### src/verilog/avbus_pkg.sv
`default_nettype none

package avbus_pkg;

    // byte address as seen by the slave system
    localparam int AV_ADDR_W = 32;
    typedef logic [AV_ADDR_W-1:0] av_addr_t;

    // one bus beat carries one core word
    localparam int AV_DATA_W = 16;
    typedef logic [AV_DATA_W-1:0] av_data_t;

endpackage

`default_nettype wire

### src/verilog/ioreg_pkg.sv
`default_nettype none

package ioreg_pkg;

    // core register word
    localparam int WORD_W = 16;
    typedef logic [WORD_W-1:0] word_t;

    // flat register number space
    localparam int REG_NUM_W = 5;
    typedef logic [REG_NUM_W-1:0] reg_num_t;
    localparam int NUM_REGS = 32;

    // general purpose registers sit at the bottom of the map
    // numbers 0 up to GP_COUNT-1, never more than GP_MAX of them
    localparam int GP_MAX = 16;

    // hardware return stack top
    localparam reg_num_t REG_RSTK = 5'd16;

    // board outputs
    localparam reg_num_t REG_LEDS = 5'd17;
    // read-only key status
    localparam reg_num_t REG_KEYS = 5'd18;
    // dg408 analog mux, en a2 a1 a0
    localparam reg_num_t REG_ANMUX = 5'd19;

    // avalon address halves
    localparam reg_num_t REG_AV_AD_HI = 5'd20;
    localparam reg_num_t REG_AV_AD_LO = 5'd21;
    // write data, loading it starts a write
    // a consuming read of it starts a read
    localparam reg_num_t REG_AV_WRITE_DATA = 5'd22;
    // last word captured from the bus, read-only
    localparam reg_num_t REG_AV_READ_DATA = 5'd23;

    // first and last numbers of the fixed register block
    localparam reg_num_t REG_FIXED_FIRST = REG_RSTK;
    localparam reg_num_t REG_FIXED_LAST = REG_AV_READ_DATA;

endpackage

`default_nettype wire

### src/verilog/av_master_bridge.sv
`default_nettype none

module av_master_bridge (
    input wire sysclk,
    input wire rst,
    input wire [ioreg_pkg::NUM_REGS-1:0] load_sel,
    input wire [ioreg_pkg::NUM_REGS-1:0] read_sel,
    input wire ioreg_pkg::word_t reg_wdata,
    output ioreg_pkg::word_t ad_hi,
    output ioreg_pkg::word_t ad_lo,
    output ioreg_pkg::word_t write_data,
    output ioreg_pkg::word_t read_data,
    output logic mcu_wait,
    output avbus_pkg::av_addr_t av_address,
    output logic av_read,
    output logic av_write,
    output avbus_pkg::av_data_t av_writedata,
    input wire avbus_pkg::av_data_t av_readdata,
    input wire av_waitrequest
);

    // high for the cycle after a read completes
    logic read_tail;
    logic busy;
    logic start_write;
    logic start_read;
    logic write_done;
    logic read_done;

    // a transaction is in flight or in its capture cycle
    assign busy = av_write | av_read | read_tail;
    assign mcu_wait = busy;

    // loading write data starts a write
    assign start_write = load_sel[ioreg_pkg::REG_AV_WRITE_DATA] & ~busy;
    // consuming the write data register starts a read
    // write wins if both arrive together
    assign start_read = read_sel[ioreg_pkg::REG_AV_WRITE_DATA] & ~busy & ~start_write;

    // slave accepts at the first edge without waitrequest
    assign write_done = av_write & ~av_waitrequest;
    assign read_done = av_read & ~av_waitrequest;

    // address and data registers
    // frozen while busy so the bus request stays steady
    always_ff @(posedge sysclk) begin
        if (rst) begin
            ad_hi <= '0;
            ad_lo <= '0;
            write_data <= '0;
        end else if (!busy) begin
            if (load_sel[ioreg_pkg::REG_AV_AD_HI]) begin
                ad_hi <= reg_wdata;
            end
            if (load_sel[ioreg_pkg::REG_AV_AD_LO]) begin
                ad_lo <= reg_wdata;
            end
            if (load_sel[ioreg_pkg::REG_AV_WRITE_DATA]) begin
                write_data <= reg_wdata;
            end
        end
    end

    // read data capture on the accepting edge
    always_ff @(posedge sysclk) begin
        if (rst) begin
            read_data <= '0;
        end else if (read_done) begin
            read_data <= av_readdata;
        end
    end

    // transaction sequencer
    always_ff @(posedge sysclk) begin
        if (rst) begin
            av_write <= 1'b0;
            av_read <= 1'b0;
            read_tail <= 1'b0;
        end else begin
            // extra wait cycle so the core sees the captured word
            read_tail <= read_done;
            if (write_done) begin
                av_write <= 1'b0;
            end else if (start_write) begin
                av_write <= 1'b1;
            end
            if (read_done) begin
                av_read <= 1'b0;
            end else if (start_read) begin
                av_read <= 1'b1;
            end
        end
    end

    // bus side views of the registers
    assign av_address = {ad_hi, ad_lo};
    assign av_writedata = write_data;

endmodule

`default_nettype wire

### src/verilog/gp_reg_bank.sv
`default_nettype none

module gp_reg_bank #(
    parameter int GP_COUNT = 8
) (
    input wire sysclk,
    input wire rst,
    input wire [ioreg_pkg::NUM_REGS-1:0] load_sel,
    input wire ioreg_pkg::word_t reg_wdata,
    output ioreg_pkg::word_t [GP_COUNT-1:0] gp_values,
    output ioreg_pkg::word_t leds_value,
    output ioreg_pkg::word_t anmux_value
);

    // general purpose storage
    ioreg_pkg::word_t [GP_COUNT-1:0] gp_q;
    // board output registers
    ioreg_pkg::word_t leds_q;
    ioreg_pkg::word_t anmux_q;

    // one load per register per cycle
    // gp slot i answers to register number i
    always_ff @(posedge sysclk) begin
        if (rst) begin
            gp_q <= '0;
        end else begin
            for (int i = 0; i < GP_COUNT; i++) begin
                if (load_sel[i]) begin
                    gp_q[i] <= reg_wdata;
                end
            end
        end
    end

    // led register, full word kept
    // only the low byte reaches the pins
    always_ff @(posedge sysclk) begin
        if (rst) begin
            leds_q <= '0;
        end else if (load_sel[ioreg_pkg::REG_LEDS]) begin
            leds_q <= reg_wdata;
        end
    end

    // analog mux control, low nibble drives the dg408
    always_ff @(posedge sysclk) begin
        if (rst) begin
            anmux_q <= '0;
        end else if (load_sel[ioreg_pkg::REG_ANMUX]) begin
            anmux_q <= reg_wdata;
        end
    end

    assign gp_values = gp_q;
    assign leds_value = leds_q;
    assign anmux_value = anmux_q;

endmodule

`default_nettype wire

### src/verilog/io_subsystem_top.sv
`default_nettype none

module io_subsystem_top #(
    parameter int GP_COUNT = 8,
    parameter int STACK_DEPTH = 32
) (
    input wire sysclk,
    input wire rst,
    // core register port
    input wire ioreg_pkg::reg_num_t reg_addr,
    input wire ioreg_pkg::word_t reg_wdata,
    input wire reg_load,
    input wire reg_read,
    output ioreg_pkg::word_t reg_rdata,
    output logic mcu_wait,
    // board pins
    input wire [1:0] keys,
    output logic [7:0] leds,
    output logic [3:0] anmux_ctrl,
    // avalon master
    output avbus_pkg::av_addr_t av_address,
    output logic av_read,
    output logic av_write,
    output avbus_pkg::av_data_t av_writedata,
    input wire avbus_pkg::av_data_t av_readdata,
    input wire av_waitrequest
);

    logic [ioreg_pkg::NUM_REGS-1:0] load_sel;
    logic [ioreg_pkg::NUM_REGS-1:0] read_sel;
    ioreg_pkg::word_t [GP_COUNT-1:0] gp_values;
    ioreg_pkg::word_t leds_value;
    ioreg_pkg::word_t anmux_value;
    ioreg_pkg::word_t stack_top;
    ioreg_pkg::word_t ad_hi;
    ioreg_pkg::word_t ad_lo;
    ioreg_pkg::word_t write_data;
    ioreg_pkg::word_t read_data;

    ioreg_decode #(.GP_COUNT(GP_COUNT)) u_decode (
        .reg_addr(reg_addr), .reg_load(reg_load), .reg_read(reg_read),
        .load_sel(load_sel), .read_sel(read_sel)
    );

    gp_reg_bank #(.GP_COUNT(GP_COUNT)) u_gp_bank (
        .sysclk(sysclk), .rst(rst), .load_sel(load_sel), .reg_wdata(reg_wdata),
        .gp_values(gp_values), .leds_value(leds_value), .anmux_value(anmux_value)
    );

    // load of the stack register pushes, consuming read pops
    return_stack #(.STACK_DEPTH(STACK_DEPTH)) u_rstk (
        .sysclk(sysclk), .rst(rst),
        .push(load_sel[ioreg_pkg::REG_RSTK]), .pop(read_sel[ioreg_pkg::REG_RSTK]),
        .push_data(reg_wdata), .top(stack_top)
    );

    av_master_bridge u_bridge (
        .sysclk(sysclk), .rst(rst), .load_sel(load_sel), .read_sel(read_sel),
        .reg_wdata(reg_wdata), .ad_hi(ad_hi), .ad_lo(ad_lo),
        .write_data(write_data), .read_data(read_data), .mcu_wait(mcu_wait),
        .av_address(av_address), .av_read(av_read), .av_write(av_write),
        .av_writedata(av_writedata), .av_readdata(av_readdata),
        .av_waitrequest(av_waitrequest)
    );

    ioreg_readback #(.GP_COUNT(GP_COUNT)) u_readback (
        .reg_addr(reg_addr), .gp_values(gp_values), .stack_top(stack_top),
        .leds_value(leds_value), .keys(keys), .anmux_value(anmux_value),
        .ad_hi(ad_hi), .ad_lo(ad_lo), .write_data(write_data),
        .read_data(read_data), .reg_rdata(reg_rdata)
    );

    // low bits reach the pins
    assign leds = leds_value[7:0];
    assign anmux_ctrl = anmux_value[3:0];

endmodule

`default_nettype wire

### src/verilog/ioreg_decode.sv
`default_nettype none

module ioreg_decode #(
    parameter int GP_COUNT = 8
) (
    input wire ioreg_pkg::reg_num_t reg_addr,
    input wire reg_load,
    input wire reg_read,
    output logic [ioreg_pkg::NUM_REGS-1:0] load_sel,
    output logic [ioreg_pkg::NUM_REGS-1:0] read_sel
);

    // map of implemented numbers
    // writable drops the read-only registers
    function automatic logic [ioreg_pkg::NUM_REGS-1:0] map_mask(input logic writable);
        logic [ioreg_pkg::NUM_REGS-1:0] mask;
        mask = '0;
        for (int i = 0; i < ioreg_pkg::NUM_REGS; i++) begin
            // populated general purpose slots
            if (i < GP_COUNT) begin
                mask[i] = 1'b1;
            end
            // fixed block from stack top to bus read data
            if (i >= int'(ioreg_pkg::REG_FIXED_FIRST) &&
                i <= int'(ioreg_pkg::REG_FIXED_LAST)) begin
                mask[i] = 1'b1;
            end
        end
        if (writable) begin
            mask[ioreg_pkg::REG_KEYS] = 1'b0;
            mask[ioreg_pkg::REG_AV_READ_DATA] = 1'b0;
        end
        return mask;
    endfunction

    localparam logic [ioreg_pkg::NUM_REGS-1:0] LOAD_MASK = map_mask(1'b1);
    localparam logic [ioreg_pkg::NUM_REGS-1:0] READ_MASK = map_mask(1'b0);

    logic [ioreg_pkg::NUM_REGS-1:0] addr_onehot;

    // plain binary to one-hot
    always_comb begin
        addr_onehot = '0;
        addr_onehot[reg_addr] = 1'b1;
    end

    // strobes gate the selects, nothing selected between strobes
    assign load_sel = reg_load ? (addr_onehot & LOAD_MASK) : '0;
    assign read_sel = reg_read ? (addr_onehot & READ_MASK) : '0;

endmodule

`default_nettype wire

### src/verilog/ioreg_readback.sv
`default_nettype none

module ioreg_readback #(
    parameter int GP_COUNT = 8
) (
    input wire ioreg_pkg::reg_num_t reg_addr,
    input wire ioreg_pkg::word_t [GP_COUNT-1:0] gp_values,
    input wire ioreg_pkg::word_t stack_top,
    input wire ioreg_pkg::word_t leds_value,
    input wire [1:0] keys,
    input wire ioreg_pkg::word_t anmux_value,
    input wire ioreg_pkg::word_t ad_hi,
    input wire ioreg_pkg::word_t ad_lo,
    input wire ioreg_pkg::word_t write_data,
    input wire ioreg_pkg::word_t read_data,
    output ioreg_pkg::word_t reg_rdata
);

    localparam int GP_IDX_W = $clog2(ioreg_pkg::GP_MAX);

    // gp window padded to the full slot range
    // unpopulated slots hold zero
    ioreg_pkg::word_t [ioreg_pkg::GP_MAX-1:0] gp_padded;

    always_comb begin
        gp_padded = '0;
        gp_padded[GP_COUNT-1:0] = gp_values;
    end

    // addressed value, purely combinational
    always_comb begin
        case (reg_addr)
            ioreg_pkg::REG_RSTK: reg_rdata = stack_top;
            ioreg_pkg::REG_LEDS: reg_rdata = leds_value;
            // key pins zero-extended
            ioreg_pkg::REG_KEYS: reg_rdata = {{(ioreg_pkg::WORD_W-2){1'b0}}, keys};
            ioreg_pkg::REG_ANMUX: reg_rdata = anmux_value;
            ioreg_pkg::REG_AV_AD_HI: reg_rdata = ad_hi;
            ioreg_pkg::REG_AV_AD_LO: reg_rdata = ad_lo;
            ioreg_pkg::REG_AV_WRITE_DATA: reg_rdata = write_data;
            ioreg_pkg::REG_AV_READ_DATA: reg_rdata = read_data;
            default: begin
                // gp window at the bottom, zero above the fixed block
                if (int'(reg_addr) < ioreg_pkg::GP_MAX) begin
                    reg_rdata = gp_padded[reg_addr[GP_IDX_W-1:0]];
                end else begin
                    reg_rdata = '0;
                end
            end
        endcase
    end

endmodule

`default_nettype wire

### src/verilog/return_stack.sv
`default_nettype none

module return_stack #(
    parameter int STACK_DEPTH = 32
) (
    input wire sysclk,
    input wire rst,
    input wire push,
    input wire pop,
    input wire ioreg_pkg::word_t push_data,
    output ioreg_pkg::word_t top
);

    localparam int PTR_W = $clog2(STACK_DEPTH);

    // entry storage
    ioreg_pkg::word_t mem [STACK_DEPTH];
    // per slot occupancy, an empty slot reads zero
    logic [STACK_DEPTH-1:0] valid;
    // points at the current top, wraps around
    logic [PTR_W-1:0] ptr;
    logic [PTR_W-1:0] ptr_up;
    logic [PTR_W-1:0] ptr_down;
    logic [PTR_W-1:0] wr_ptr;

    assign ptr_up = ptr + 1'b1;
    assign ptr_down = ptr - 1'b1;

    // push alone goes above the top
    // push with pop overwrites the top in place
    assign wr_ptr = pop ? ptr : ptr_up;

    always_ff @(posedge sysclk) begin
        if (push) begin
            mem[wr_ptr] <= push_data;
        end
    end

    // pointer and occupancy
    always_ff @(posedge sysclk) begin
        if (rst) begin
            ptr <= '0;
            valid <= '0;
        end else if (push && pop) begin
            valid[ptr] <= 1'b1;
        end else if (push) begin
            // wrapping push overwrites the oldest entry
            valid[ptr_up] <= 1'b1;
            ptr <= ptr_up;
        end else if (pop) begin
            // vacated slot goes empty
            valid[ptr] <= 1'b0;
            ptr <= ptr_down;
        end
    end

    // top of stack for readback
    assign top = valid[ptr] ? mem[ptr] : '0;

endmodule

`default_nettype wire
### config.mk
export PLATFORM = sky130hd
export DESIGN_NAME = io_subsystem_top
export DESIGN_NICKNAME = d
export VERILOG_FILES = /design/src/verilog/avbus_pkg.sv /design/src/verilog/ioreg_pkg.sv /design/src/verilog/av_master_bridge.sv /design/src/verilog/gp_reg_bank.sv /design/src/verilog/io_subsystem_top.sv /design/src/verilog/ioreg_decode.sv /design/src/verilog/ioreg_readback.sv /design/src/verilog/return_stack.sv
export SDC_FILE = /design/constraint.sdc
export NUM_CORES = 1
export LEC_CHECK = 0
export ABC_CLOCK_PERIOD_IN_PS = 5430
export BUFFER_PORTS_ARGS = -buffer_cell sky130_fd_sc_hd__buf_2
export CORE_MARGIN = 2
export CORE_UTILIZATION = 39
export CTS_BUF_LIST = sky130_fd_sc_hd__clkbuf_4
export CTS_CLUSTER_DIAMETER = 30
export CTS_CLUSTER_SIZE = 28
export DETAILED_ROUTE_END_ITERATION = 12
export GPL_TIMING_DRIVEN = 0
export PLACE_DENSITY = 0.62
export SKIP_CTS_REPAIR_TIMING = 1
export SKIP_LAST_GASP = 1
export SLEW_MARGIN = 20
export SYNTH_ARGS = -nofsm -noshare
export SYNTH_HDL_FRONTEND = slang
export SYNTH_SLANG_ARGS = --single-unit
### constraint.sdc
create_clock -name sysclk -period 5.43 [get_ports sysclk]
set_input_delay 0.543 -clock sysclk [delete_from_list [all_inputs] [get_ports sysclk]]
set_output_delay 0.543 -clock sysclk [all_outputs]
set_load 0.01 [all_outputs]
# After elaboration in Yosys (flattened, before gate mapping)
# Memories as Yosys holds them, arrays and structs flattened. A register that Yosys moved wholly into a read port is not among the register bits.
# Cells that the tools add are included.
classes:
  reduce_logical: 12
  bitwise_logic: 15
  muxes: 25
  n_addsub: 2
  n_lt_le_gt_ge: 8
  n_eq_ne: 8
ops:
  columns: ["op", "n"]
  rows:
  - ["one-hot mux 16 bit (8 select lines)", 1]
  - ["2-to-1 mux 32 bit", 3]
  - ["binary-select mux 16 bit (select 4 bit)", 1]
  - ["OR 32 bit", 2]
  - ["2-to-1 mux 16 bit", 3]
  - ["2-to-1 mux 23 bit", 2]
  - ["equality test 5 bit, second input constant", 8]
  - ["AND 32 bit", 1]
  - ["inverter 32 bit", 1]
  - ["2-to-1 mux 5 bit", 5]
  - ["< comparator 5 x 6 -> 1 bit, second input constant", 3]
  - ["demux 1 bit (select 5 bit)", 3]
  - ["greater-or-equal comparator 5 x 1 -> 1 bit, second input constant", 3]
  - ["AND reduction 2 bit", 4]
  - ["2-to-1 mux 1 bit", 6]
  - ["adder 5 x 1 -> 5 bit, second input constant", 1]
  - ["AND 1 bit", 5]
  - ["binary-select mux 1 bit (select 5 bit)", 1]
  - ["< comparator 4 x 5 -> 1 bit, second input constant", 1]
  - ["< comparator 5 bit, second input constant", 1]
  - ["subtractor 5 x 1 -> 5 bit, second input constant", 1]
  - ["logical AND 1 bit", 4]
  - ["inverter 1 bit", 4]
  - ["OR reduction 2 bit", 2]
  - ["other kinds (3)", 4]
word_totals:
  ff_bits: 264
  memories: 1
  ramBits: 512
  word_cells: 90
memory_table:
  columns: ["name", "depth", "word_bits", "read_ports", "rd_ports_with_merged_regs", "wr", "line", "rtl"]
  rows:
  - ["u_rstk.mem", 32, 16, 1, 1, 1, "return_stack.sv:17", "ioreg_pkg::word_t mem [STACK_DEPTH];"]

# Longest topological paths before layout
# Gate-level depths: netlist of run 1.
depth:
  ltp_word: 10
  ltp_mapped: 12
  depth_no_buf: 9

# Modules after synthesis
# Synthesis of run 1 repeated with hierarchy kept, for this count alone.
hier_totals:
  hier_cells: 2496
  area_unflattened_um2: 34578.2
modules_own_cells:
  columns: ["module", "area_per_inst_um2", "instances", "cells_each"]
  rows:
  - ["return_stack", 22809.4, 1, 1344]
  - ["gp_reg_bank", 5957.0, 1, 534]
  - ["av_master_bridge", 3164.3, 1, 308]
  - ["ioreg_readback", 2150.8, 1, 231]
  - ["ioreg_decode", 496.7, 1, 79]

# Worst setup path before layout of run 1
# OpenSTA, ideal clock, no wires.
synth_timing:
  path_type: "input to register"
  start: "input port reg_addr[4]"
  end: "memory u_rstk.mem[9][0] (netlist bit), enable pin"
  n_path_buf: 2
  stages: 7
  arrival_time_ps: 2479
  required_ps: 5042
  slack_ps: 2563
  cell_sequence: "buf_2 nor3b_4 nand3_2 clkbuf_1 nor3_1 o21ai_1 nor2_1"
synth_between:
  elab_chain_cells: 7
synth_lines:
  columns: ["element", "line", "rtl"]
  rows:
  - ["start: declaration", "io_subsystem_top.sv:10", "input wire ioreg_pkg::reg_num_t reg_addr,"]
  - ["< comparator 5 x 6 -> 1 bit (implied by the code) or greater-or-equal comparator 5 x 1 -> 1 bit (tied branches)", "ioreg_decode.sv:44", "addr_onehot[reg_addr] = 1'b1;"]
  - ["logical AND 1 bit (implied by the code)", "ioreg_decode.sv:44", null]
  - ["2-to-1 mux 1 bit (implied by the code)", "ioreg_decode.sv:44", null]
  - ["demux 1 bit (select 5 bit) (*)", null, null]
  - ["2-to-1 mux 23 bit", "ioreg_decode.sv:48", "assign load_sel = reg_load ? (addr_onehot & LOAD_MASK) : '0;"]
  - ["2-to-1 mux 1 bit", "return_stack.sv:34", "if (push) begin"]
  - ["2-to-1 mux 1 bit (implied by the code)", "return_stack.sv:35", "mem[wr_ptr] <= push_data;"]
  - ["end: declaration", "return_stack.sv:17", null]
# Mark *: on every way between the ends. The rest lies on a longest branch, timed or not.

==> metrics.yaml, run 1 <==
routing:
  wl_per_cell_um: 27.5
  via_count: 23500
  ant_nets: 0
  routed_wl_um: 109000
  wl_met2_um: 50500
  top_layer: "met5"
  met3WireLength_um: 11200
  drc_errors: 0
  drt_iter0_markers: 3141
  wl_met1_um: 42100
  vias_per_cell: 5.94
  drt_first_pass_iters: 6
clock_tree:
  clk_latency_ps: 1020
  cts_buffers: 141
  clockBufferDepth: 3
  cts_tree: "done"
  clk_pin_slew_ps: 100
  clock-sinks: 781
  clock_tree.root_cell: "clkbuf_4"
  htree_num_levels: 4
grt:
  grt_antenna_before_repair: 11
  first_global_vias: 22800
  grt_pass1_wl_um: 155000
  gr-total-overflow: 0
  grt_max_degree: 37
  grt_use_total_pct: 25.2
worst_setup_path:
  rrSetupSlack_ps: 2100
  required_ps: 4890
  reg2reg_to: "u_rstk.mem[9][1]"
  cp_max_fo: 10
  crit_path_top_delay_cell: "clkbuf_1"
  start_kind: "flop"
  r2r-start: "u_rstk.ptr[1]"
  reg2reg_depth: 6
  setup.worst_path.class: "flop to primary output"
  cp-end-kind: "primary output"
  cp.arrival_ps: 4590
  cp_cell_sequence: "buf_4 > buf_2 > clkbuf_1 > mux4_2 > nor3_1 > o21ai_0 > o21ai_0 > o2111ai_1 > buf_2"
  cp_slowest_stage_delay_ps: 850
synth:
  syn_area_um2: 32300
  avgSynthCellArea_um2: 13.0
  async_reset_ff_share_pct: 0
  ys_seq_area_share_pct: 64.3
  synth-edff-count: 512
  syn_nets: 2524
  synthCells: 2474
  ys_ff_latch: 781
  synthFlopType: "edfxtp_1"
  yosysWarningCount: 0
  synth_cell_types: 79
power_and_ir_drop:
  power.leakage_nw: 11.9
  ir_worst_vdd_mv: 0.201
  power_per_cell_area_nw_per_um2: 325
hold_path:
  min-delay-start: "reg_wdata[4]"
  hp-class: "input port to flop"
  hold_end: "u_gp_bank.gp_values[20]"
  hold_depth: 3
timing:
  slew_headroom_pct: 26.7
  setup_violations: 0
  fin_crit_sh_pct: 94.6
  max_freq_ghz: 0.195
  drv_slew: 0
  setup_tns_ps: 0
  period_needed_ps: 5130
  tightest_slew_ps: 1100
  skew_ps: 61.9
  hold_viol: 0
  rsz0062_at_grt: "false"
floorplan:
  io_pins: 123
  die_width_um: 292
  die_h_um: 292
  die-area_um2: 85000
  start_util_pct: 39.4
  coreArea_um2: 82000
  rows: 105
layout:
  fin_area_um2: 37200
  area_growth_pct: 15.3
  seqCellArea_um2: 20800
  nFillCells: 7444
  multi_input_area_um2: 10500
  drive_gt1_share_pct: 22.0
  final_nets: 2820
placement:
  gp_congestion: 0.959
  hpwl_um: 75000
  io_buffers: 118
  dpl_cell_area_um2: 34600
flow_run:
  maxCapViolations: 0
outcome:
  outcome: "complete, no violations"
==> critical path, delay by kind of cell (launching register included) <==
| family | cells | cell delay, ps |
|---|---|---|
| multiplexers | 1 | 420 |
| buffers and inverters | 4 | 1520 |
| AND/OR/NAND/NOR | 1 | 60 |
| flip-flops | 1 | 330 |
| AO/OA/AOI/OAI | 3 | 1250 |
==> report_power, final <==
part           switching, W  internal (W)
Clock               0.00250       0.00273
Sequential        0.0000130       0.00633
Combinational      0.000376      0.000144
==> final cells by class <==
type | instances | share of cell area, %
diodes | 4 | 0.0269
plain buffers | 194 | 2.93
clock buffers | 159 | 3.21
well taps | 1070 | 3.60
flip-flops and latches | 781 | 55.8
multi-input cells | 1489 | 28.3
clock inverters | 101 | 3.40
repair buffers | 153 | 2.61
inverters | 10 | 0.101
==> cells in the mapped netlist (4+ instances only) <==
cell type	instances	area [um^2]
ha_1	6	75.1
nor2_1	81	304
o21a_1	9	67.6
buf_6	14	158
mux4_2	109	2450
mux4_1	8	210
o2111ai_1	9	78.8
nand2_1	470	1760
a22oi_1	40	300
a31oi_1	5	31.3
buf_2	40	200
a222oi_1	7	70.1
nand2b_1	32	200
a21oi_1	258	1290
mux2i_1	112	1120
nand3_1	29	145
o22ai_1	25	156
nand4_1	7	43.8
and3_1	13	81.3
o21ai_1	9	45.0
mux2_2	4	45.0
and2_1	4	25.0
clkbuf_1	96	360
nor2b_1	14	87.6
nand3b_1	5	37.5
a221o_1	4	40.0
a22o_1	29	254
inv_1	7	26.3
buf_4	20	150
nor3_1	12	60.1
buf_8	7	105
edfxtp_1	512	15400
or2_2	4	25.0
dfxtp_1	269	5390
or3_1	6	37.5
buf_1	11	41.3
o21ai_0	73	365
xnor2_1	4	35.0
a221oi_1	49	429
==> flip-flops by register name, indices dropped and copies added (netlist names), named ones only <==
name                   cells
u_gp_bank.gp_values      128
u_bridge.av_read           1
u_bridge.ad_lo            16
u_bridge.read_data        16
u_bridge.av_writedata     16
u_rstk.ptr                 5
u_rstk.mem               512
u_bridge.ad_hi            16
u_bridge.av_write          1
u_gp_bank.leds_value      16
u_rstk.valid              32
u_gp_bank.anmux_value     16
u_bridge.read_tail         1
==> routing by layer <==
metal | vias to the layer above | GRT usage, %
met5 | - | 0
met4 | 6 | 11.8
met3 | 290 | 5.92
met2 | 1488 | 40.0
met1 | 11800 | 32.9
li1 | 9987 | -
==> cells by family (layout without fill, tap and decap cells) <==
group / count (synthesis) / after routing / synth area share [%]
mux: 233 / 233 / 11.9
simple gates: 692 / 692 / 9.15
other cells: 0 / 4 / 0
compound gates: 550 / 550 / 10.7
fa+ha+maj: 6 / 6 / 0.233
flops: 781 / 781 / 64.3
xor+xnor: 8 / 8 / 0.240
buf+inv: 204 / 617 / 3.49
==> cell usage in the layout, fill, tap and decap left out, types with 73 or more instances in the layout <==
master      n
dfxtp_1   269
buf_2     158
edfxtp_1  512
clkbuf_1   96
a21oi_1   258
nand2_1   470
mux2i_1   112
clkbuf_4  159
o21ai_0    73
mux4_2    109
==> worst max-delay path by stage <==
stage / from / slack (ps) / endpoint / depth (start not counted)
2_1_floorplan: reg_addr[4] / 2560 / u_rstk.mem[9][0] / 7
3_3_place_gp: reg_addr[2] / 1050 / u_rstk.mem[13][15] / 8
3_5_place_dp: flop / 1450 / reg_rdata[3] / 9
4_1_cts: flop / 300 / reg_rdata[14] / 9
5_1_grt: flop / 40 / reg_rdata[3] / 9
6_report: flop / 300 / reg_rdata[3] / 9
==> metrics by stage <==
step	power [W]	setup slack [ps]	util (%)	instances	hold WS [ps]
after global routing	0.0124	36.1	45.4	3960	55.6
after global placement	0.00696	1050	41.7	3662	439
after floorplan	0.00672	2560	-	2474	433
after detailed placement	0.00697	1450	42.2	3680	446
after CTS	0.0121	299	45.2	3940	-327
final	0.0121	296	45.4	3961	93.6
(Power assumes the default switching activity.)
==> run 2, diff against run 1 <==
--- a/config.mk
+++ b/config.mk
@@ -6,4 +6,5 @@
 export NUM_CORES = 1
 export LEC_CHECK = 0
+export ABC_AREA = 1
 export ABC_CLOCK_PERIOD_IN_PS = 5430
 export BUFFER_PORTS_ARGS = -buffer_cell sky130_fd_sc_hd__buf_2
@@ -15,5 +16,5 @@
 export DETAILED_ROUTE_END_ITERATION = 12
 export GPL_TIMING_DRIVEN = 0
-export PLACE_DENSITY = 0.62
+export PLACE_DENSITY = 0.61
 export SKIP_CTS_REPAIR_TIMING = 1
 export SKIP_LAST_GASP = 1
==> constraint.sdc (replaced) <==
create_clock -name sysclk -period 5.43 [get_ports sysclk]
set_input_delay 0 -clock sysclk [delete_from_list [all_inputs] [get_ports sysclk]]
set_output_delay 0 -clock sysclk [all_outputs]
set_load 0.01 [all_outputs]
==> metrics.yaml, run 2 <==
layout:
  largest_reg_flops: 512  # unchanged
  top_register: "u_rstk.mem"
  area_growth_pct: 18.2
  final_nets: 4221  # +50%
  final_common_cell: "nand2_1"
  final_cell_mix: "nand2_1 (1,048), nor2_1 (570), edfxtp_1 (512)"
  drive_gt1_share_pct: 13.9  # -8.2 points
routing:
  drt_iter0_markers: 3262  # +3.9%
  wl_met1_um: 48700  # +16%
  top_layer: "met5"
  wl_per_cell_um: 21.7  # -21%
  drt_first_pass_iters: 6  # unchanged
  wl_met2_um: 53600  # +6.2%
  via_count: 29000  # +23%
  vias_per_cell: 5.31  # -11%
  ant_nets: 0  # unchanged
  met3WireLength_um: 11400  # +1.7%
  drc_errors: 0  # unchanged
  routed_wl_um: 118000  # +8.6%
timing:
  slew_headroom_pct: 24.0  # -2.8 points
  fin_crit_sh_pct: 75.0  # -20 points
  drv_slew: 0  # unchanged
  setup_tns_ps: 0  # unchanged
  rsz0062_at_grt: "false"
  hold_viol: 0  # unchanged
  max_freq_ghz: 0.246  # +26%
  period_needed_ps: 4070  # -1060 ps
  tightest_slew_ps: 1140  # +41.4 ps
  setup_violations: 0  # unchanged
  skew_ps: 112  # +50.5 ps
synth:
  synth_top_area_share_pct: 45.6  # -2.1 points
  yosys-top-cells-area: "edfxtp_1 (46%), dfxtp_1 (16%), nand2_1 (12%), nor2_1 (6.7%), o21ai_0 (4.9%)"
  synth_top_area_cell: "edfxtp_1"
  async_reset_ff_share_pct: 0  # unchanged
  netlist_top_cells_count: "nand2_1 (1,048), nor2_1 (602), edfxtp_1 (512)"
  synthFlopType: "edfxtp_1"
  synthCells: 3766  # +52%
  ys_ff_latch: 781  # unchanged
  ys_seq_area_share_pct: 61.5  # -2.8 points
  synth.most_common_cell: "nand2_1"
  synth-edff-count: 512  # unchanged
  avgSynthCellArea_um2: 8.96  # -31%
  syn_area_um2: 33700  # +4.6%
  syn_nets: 3816  # +51%
  yosysWarningCount: 0  # unchanged
  synth_cell_types: 36  # -54%
worst_setup_path:
  cp_max_fo: 10  # unchanged
  cp-end-kind: "primary output"
  cp.arrival_ps: 4070  # -520 ps
  rrSetupSlack_ps: 1980  # -120 ps
  start_kind: "flop"
  setup.worst_path.class: "flop to primary output"
  required_ps: 5430  # +540 ps
placement:
  hpwl_um: 79200  # +5.6%
  io_buffers: 121  # +2.5%
  gp_congestion: 0.964  # +0.55%
outcome:
  outcome: "complete, no violations"
floorplan:
  rows: 107  # +1.9%
  io_pins: 123  # unchanged
  coreArea_um2: 85400  # +4.2%
  die_width_um: 298  # +2.2%
  die-area_um2: 88900  # +4.5%
  die_h_um: 298  # +2.2%
  start_util_pct: 39.5  # +0.14 points
clock_tree:
  cts_tree: "done"
  clk_latency_ps: 1070  # +50 ps
  clock-sinks: 781  # unchanged
  clk_pin_slew_ps: 90  # about the same
  cts_buffers: 162  # +15%
  clock_tree.root_cell: "clkbuf_4"
  clockBufferDepth: 3  # unchanged
  htree_num_levels: 4  # unchanged
power_and_ir_drop:
  p_clk_share_pct: 44.3  # +1.0 points
  ir_worst_vdd_mv: 0.154  # -24%
  pwr-share-seq_pct: 50.6  # -1.8 points
  switching_share_pct: 25.2  # +1.4 points
  power_per_cell_area_nw_per_um2: 315  # -3.0%
  combPwrFrac_pct: 5.1  # +0.8 points
  p_sw_w: 0.00317  # +9.8%
  power_w: 0.0126  # +3.9%
  power.leakage_nw: 16.0  # +35%
  internal_power_w: 0.00939  # +2.0%
grt:
  first_global_vias: 26800  # +17%
  gr-total-overflow: 0  # unchanged
  grt_max_degree: 37  # unchanged
  grt_antenna_before_repair: 6  # -5
  grt_pass1_wl_um: 172000  # +11%
  grt_use_total_pct: 25.9  # +0.71 points
flow_run:
  maxCapViolations: 0  # unchanged
hold_path:
  hp-class: "input port to flop"
-- run 2: routing by layer --
metal	up-vias	GRT usage, %
li1	13400	-
met3	262	5.99
met1	13900	34.9
met5	-	0
met2	1474	40.2
met4	4	10.9
-- run 2: layout make-up --
class                      instances  area (um^2)
fill                            8283        45600
sequential                       781        20800
multi-input combinational       2531        11200
timing repair buffer             241         1900
tap                             1144         1430
clock buffer                     190         1430
clock inverter                   113         1250
buffer                           231         1060
inverter                         223          837
antenna                            3         7.51
-- run 2: metrics by stage --
stage          utilization, %  cells  hold slack, ps  cell area [um^2]  setup WS (ps)
2_1_floorplan               -   3766            98.9             33700           2860
3_3_place_gp             41.9   5031             191             35800           1410
3_5_place_dp             42.4   5058             193             36200           2110
4_1_cts                  45.6   5361            -941             38900           1450
5_1_grt                  46.7   5456            64.4             39900           1100
6_report                 46.7   5457             118             39900           1360
-- run 2: worst paths after layout --
| kind | start | end | cells after the start |
|---|---|---|---|
| max | flop | reg_rdata[5] | 14 |
| min reg2reg | u_bridge.read_data[6] | u_bridge.read_data[6] | 2 |
| max reg2reg | u_rstk.ptr[1] | u_rstk.mem[29][5] | 10 |
| min | rst | u_rstk.ptr[2] | 3 |
-- run 2: cells by family after synthesis --
| family | count (synthesis) | share of synthesized area [%] |
|---|---|---|
| adder cells (fa/ha/maj) | 6 | 0.223 |
| AND/OR/NAND/NOR | 1994 | 23.7 |
| AO/OA/AOI/OAI | 527 | 8.77 |
| buffers and inverters | 454 | 5.62 |
| flip-flops | 781 | 61.5 |
| XOR/XNOR | 4 | 0.104 |
-- run 2: worst max-delay path, cell delays in order (launching register included) --
cell and delay (ps):
dfxtp_1 320, buf_2 200, buf_2 410, clkbuf_1 620, nand2_1 110, nand2_1 120, nand2_1 50, nand3_1 110
nand3_1 330, nand2_1 170, nand2_1 60, nand2_1 110, nand2_1 80, nand3_1 150, buf_2 160
-- run 2: power groups by stage --
stage	registers (W)	logic (W)	clock network [W]
6_report	0.00636	0.000637	0.00557
3_3_place_gp	0.00650	0.000574	0
5_1_grt	0.00636	0.000675	0.00590
3_5_place_dp	0.00650	0.000580	0
2_1_floorplan	0.00649	0.000274	0
4_1_cts	0.00636	0.000581	0.00560
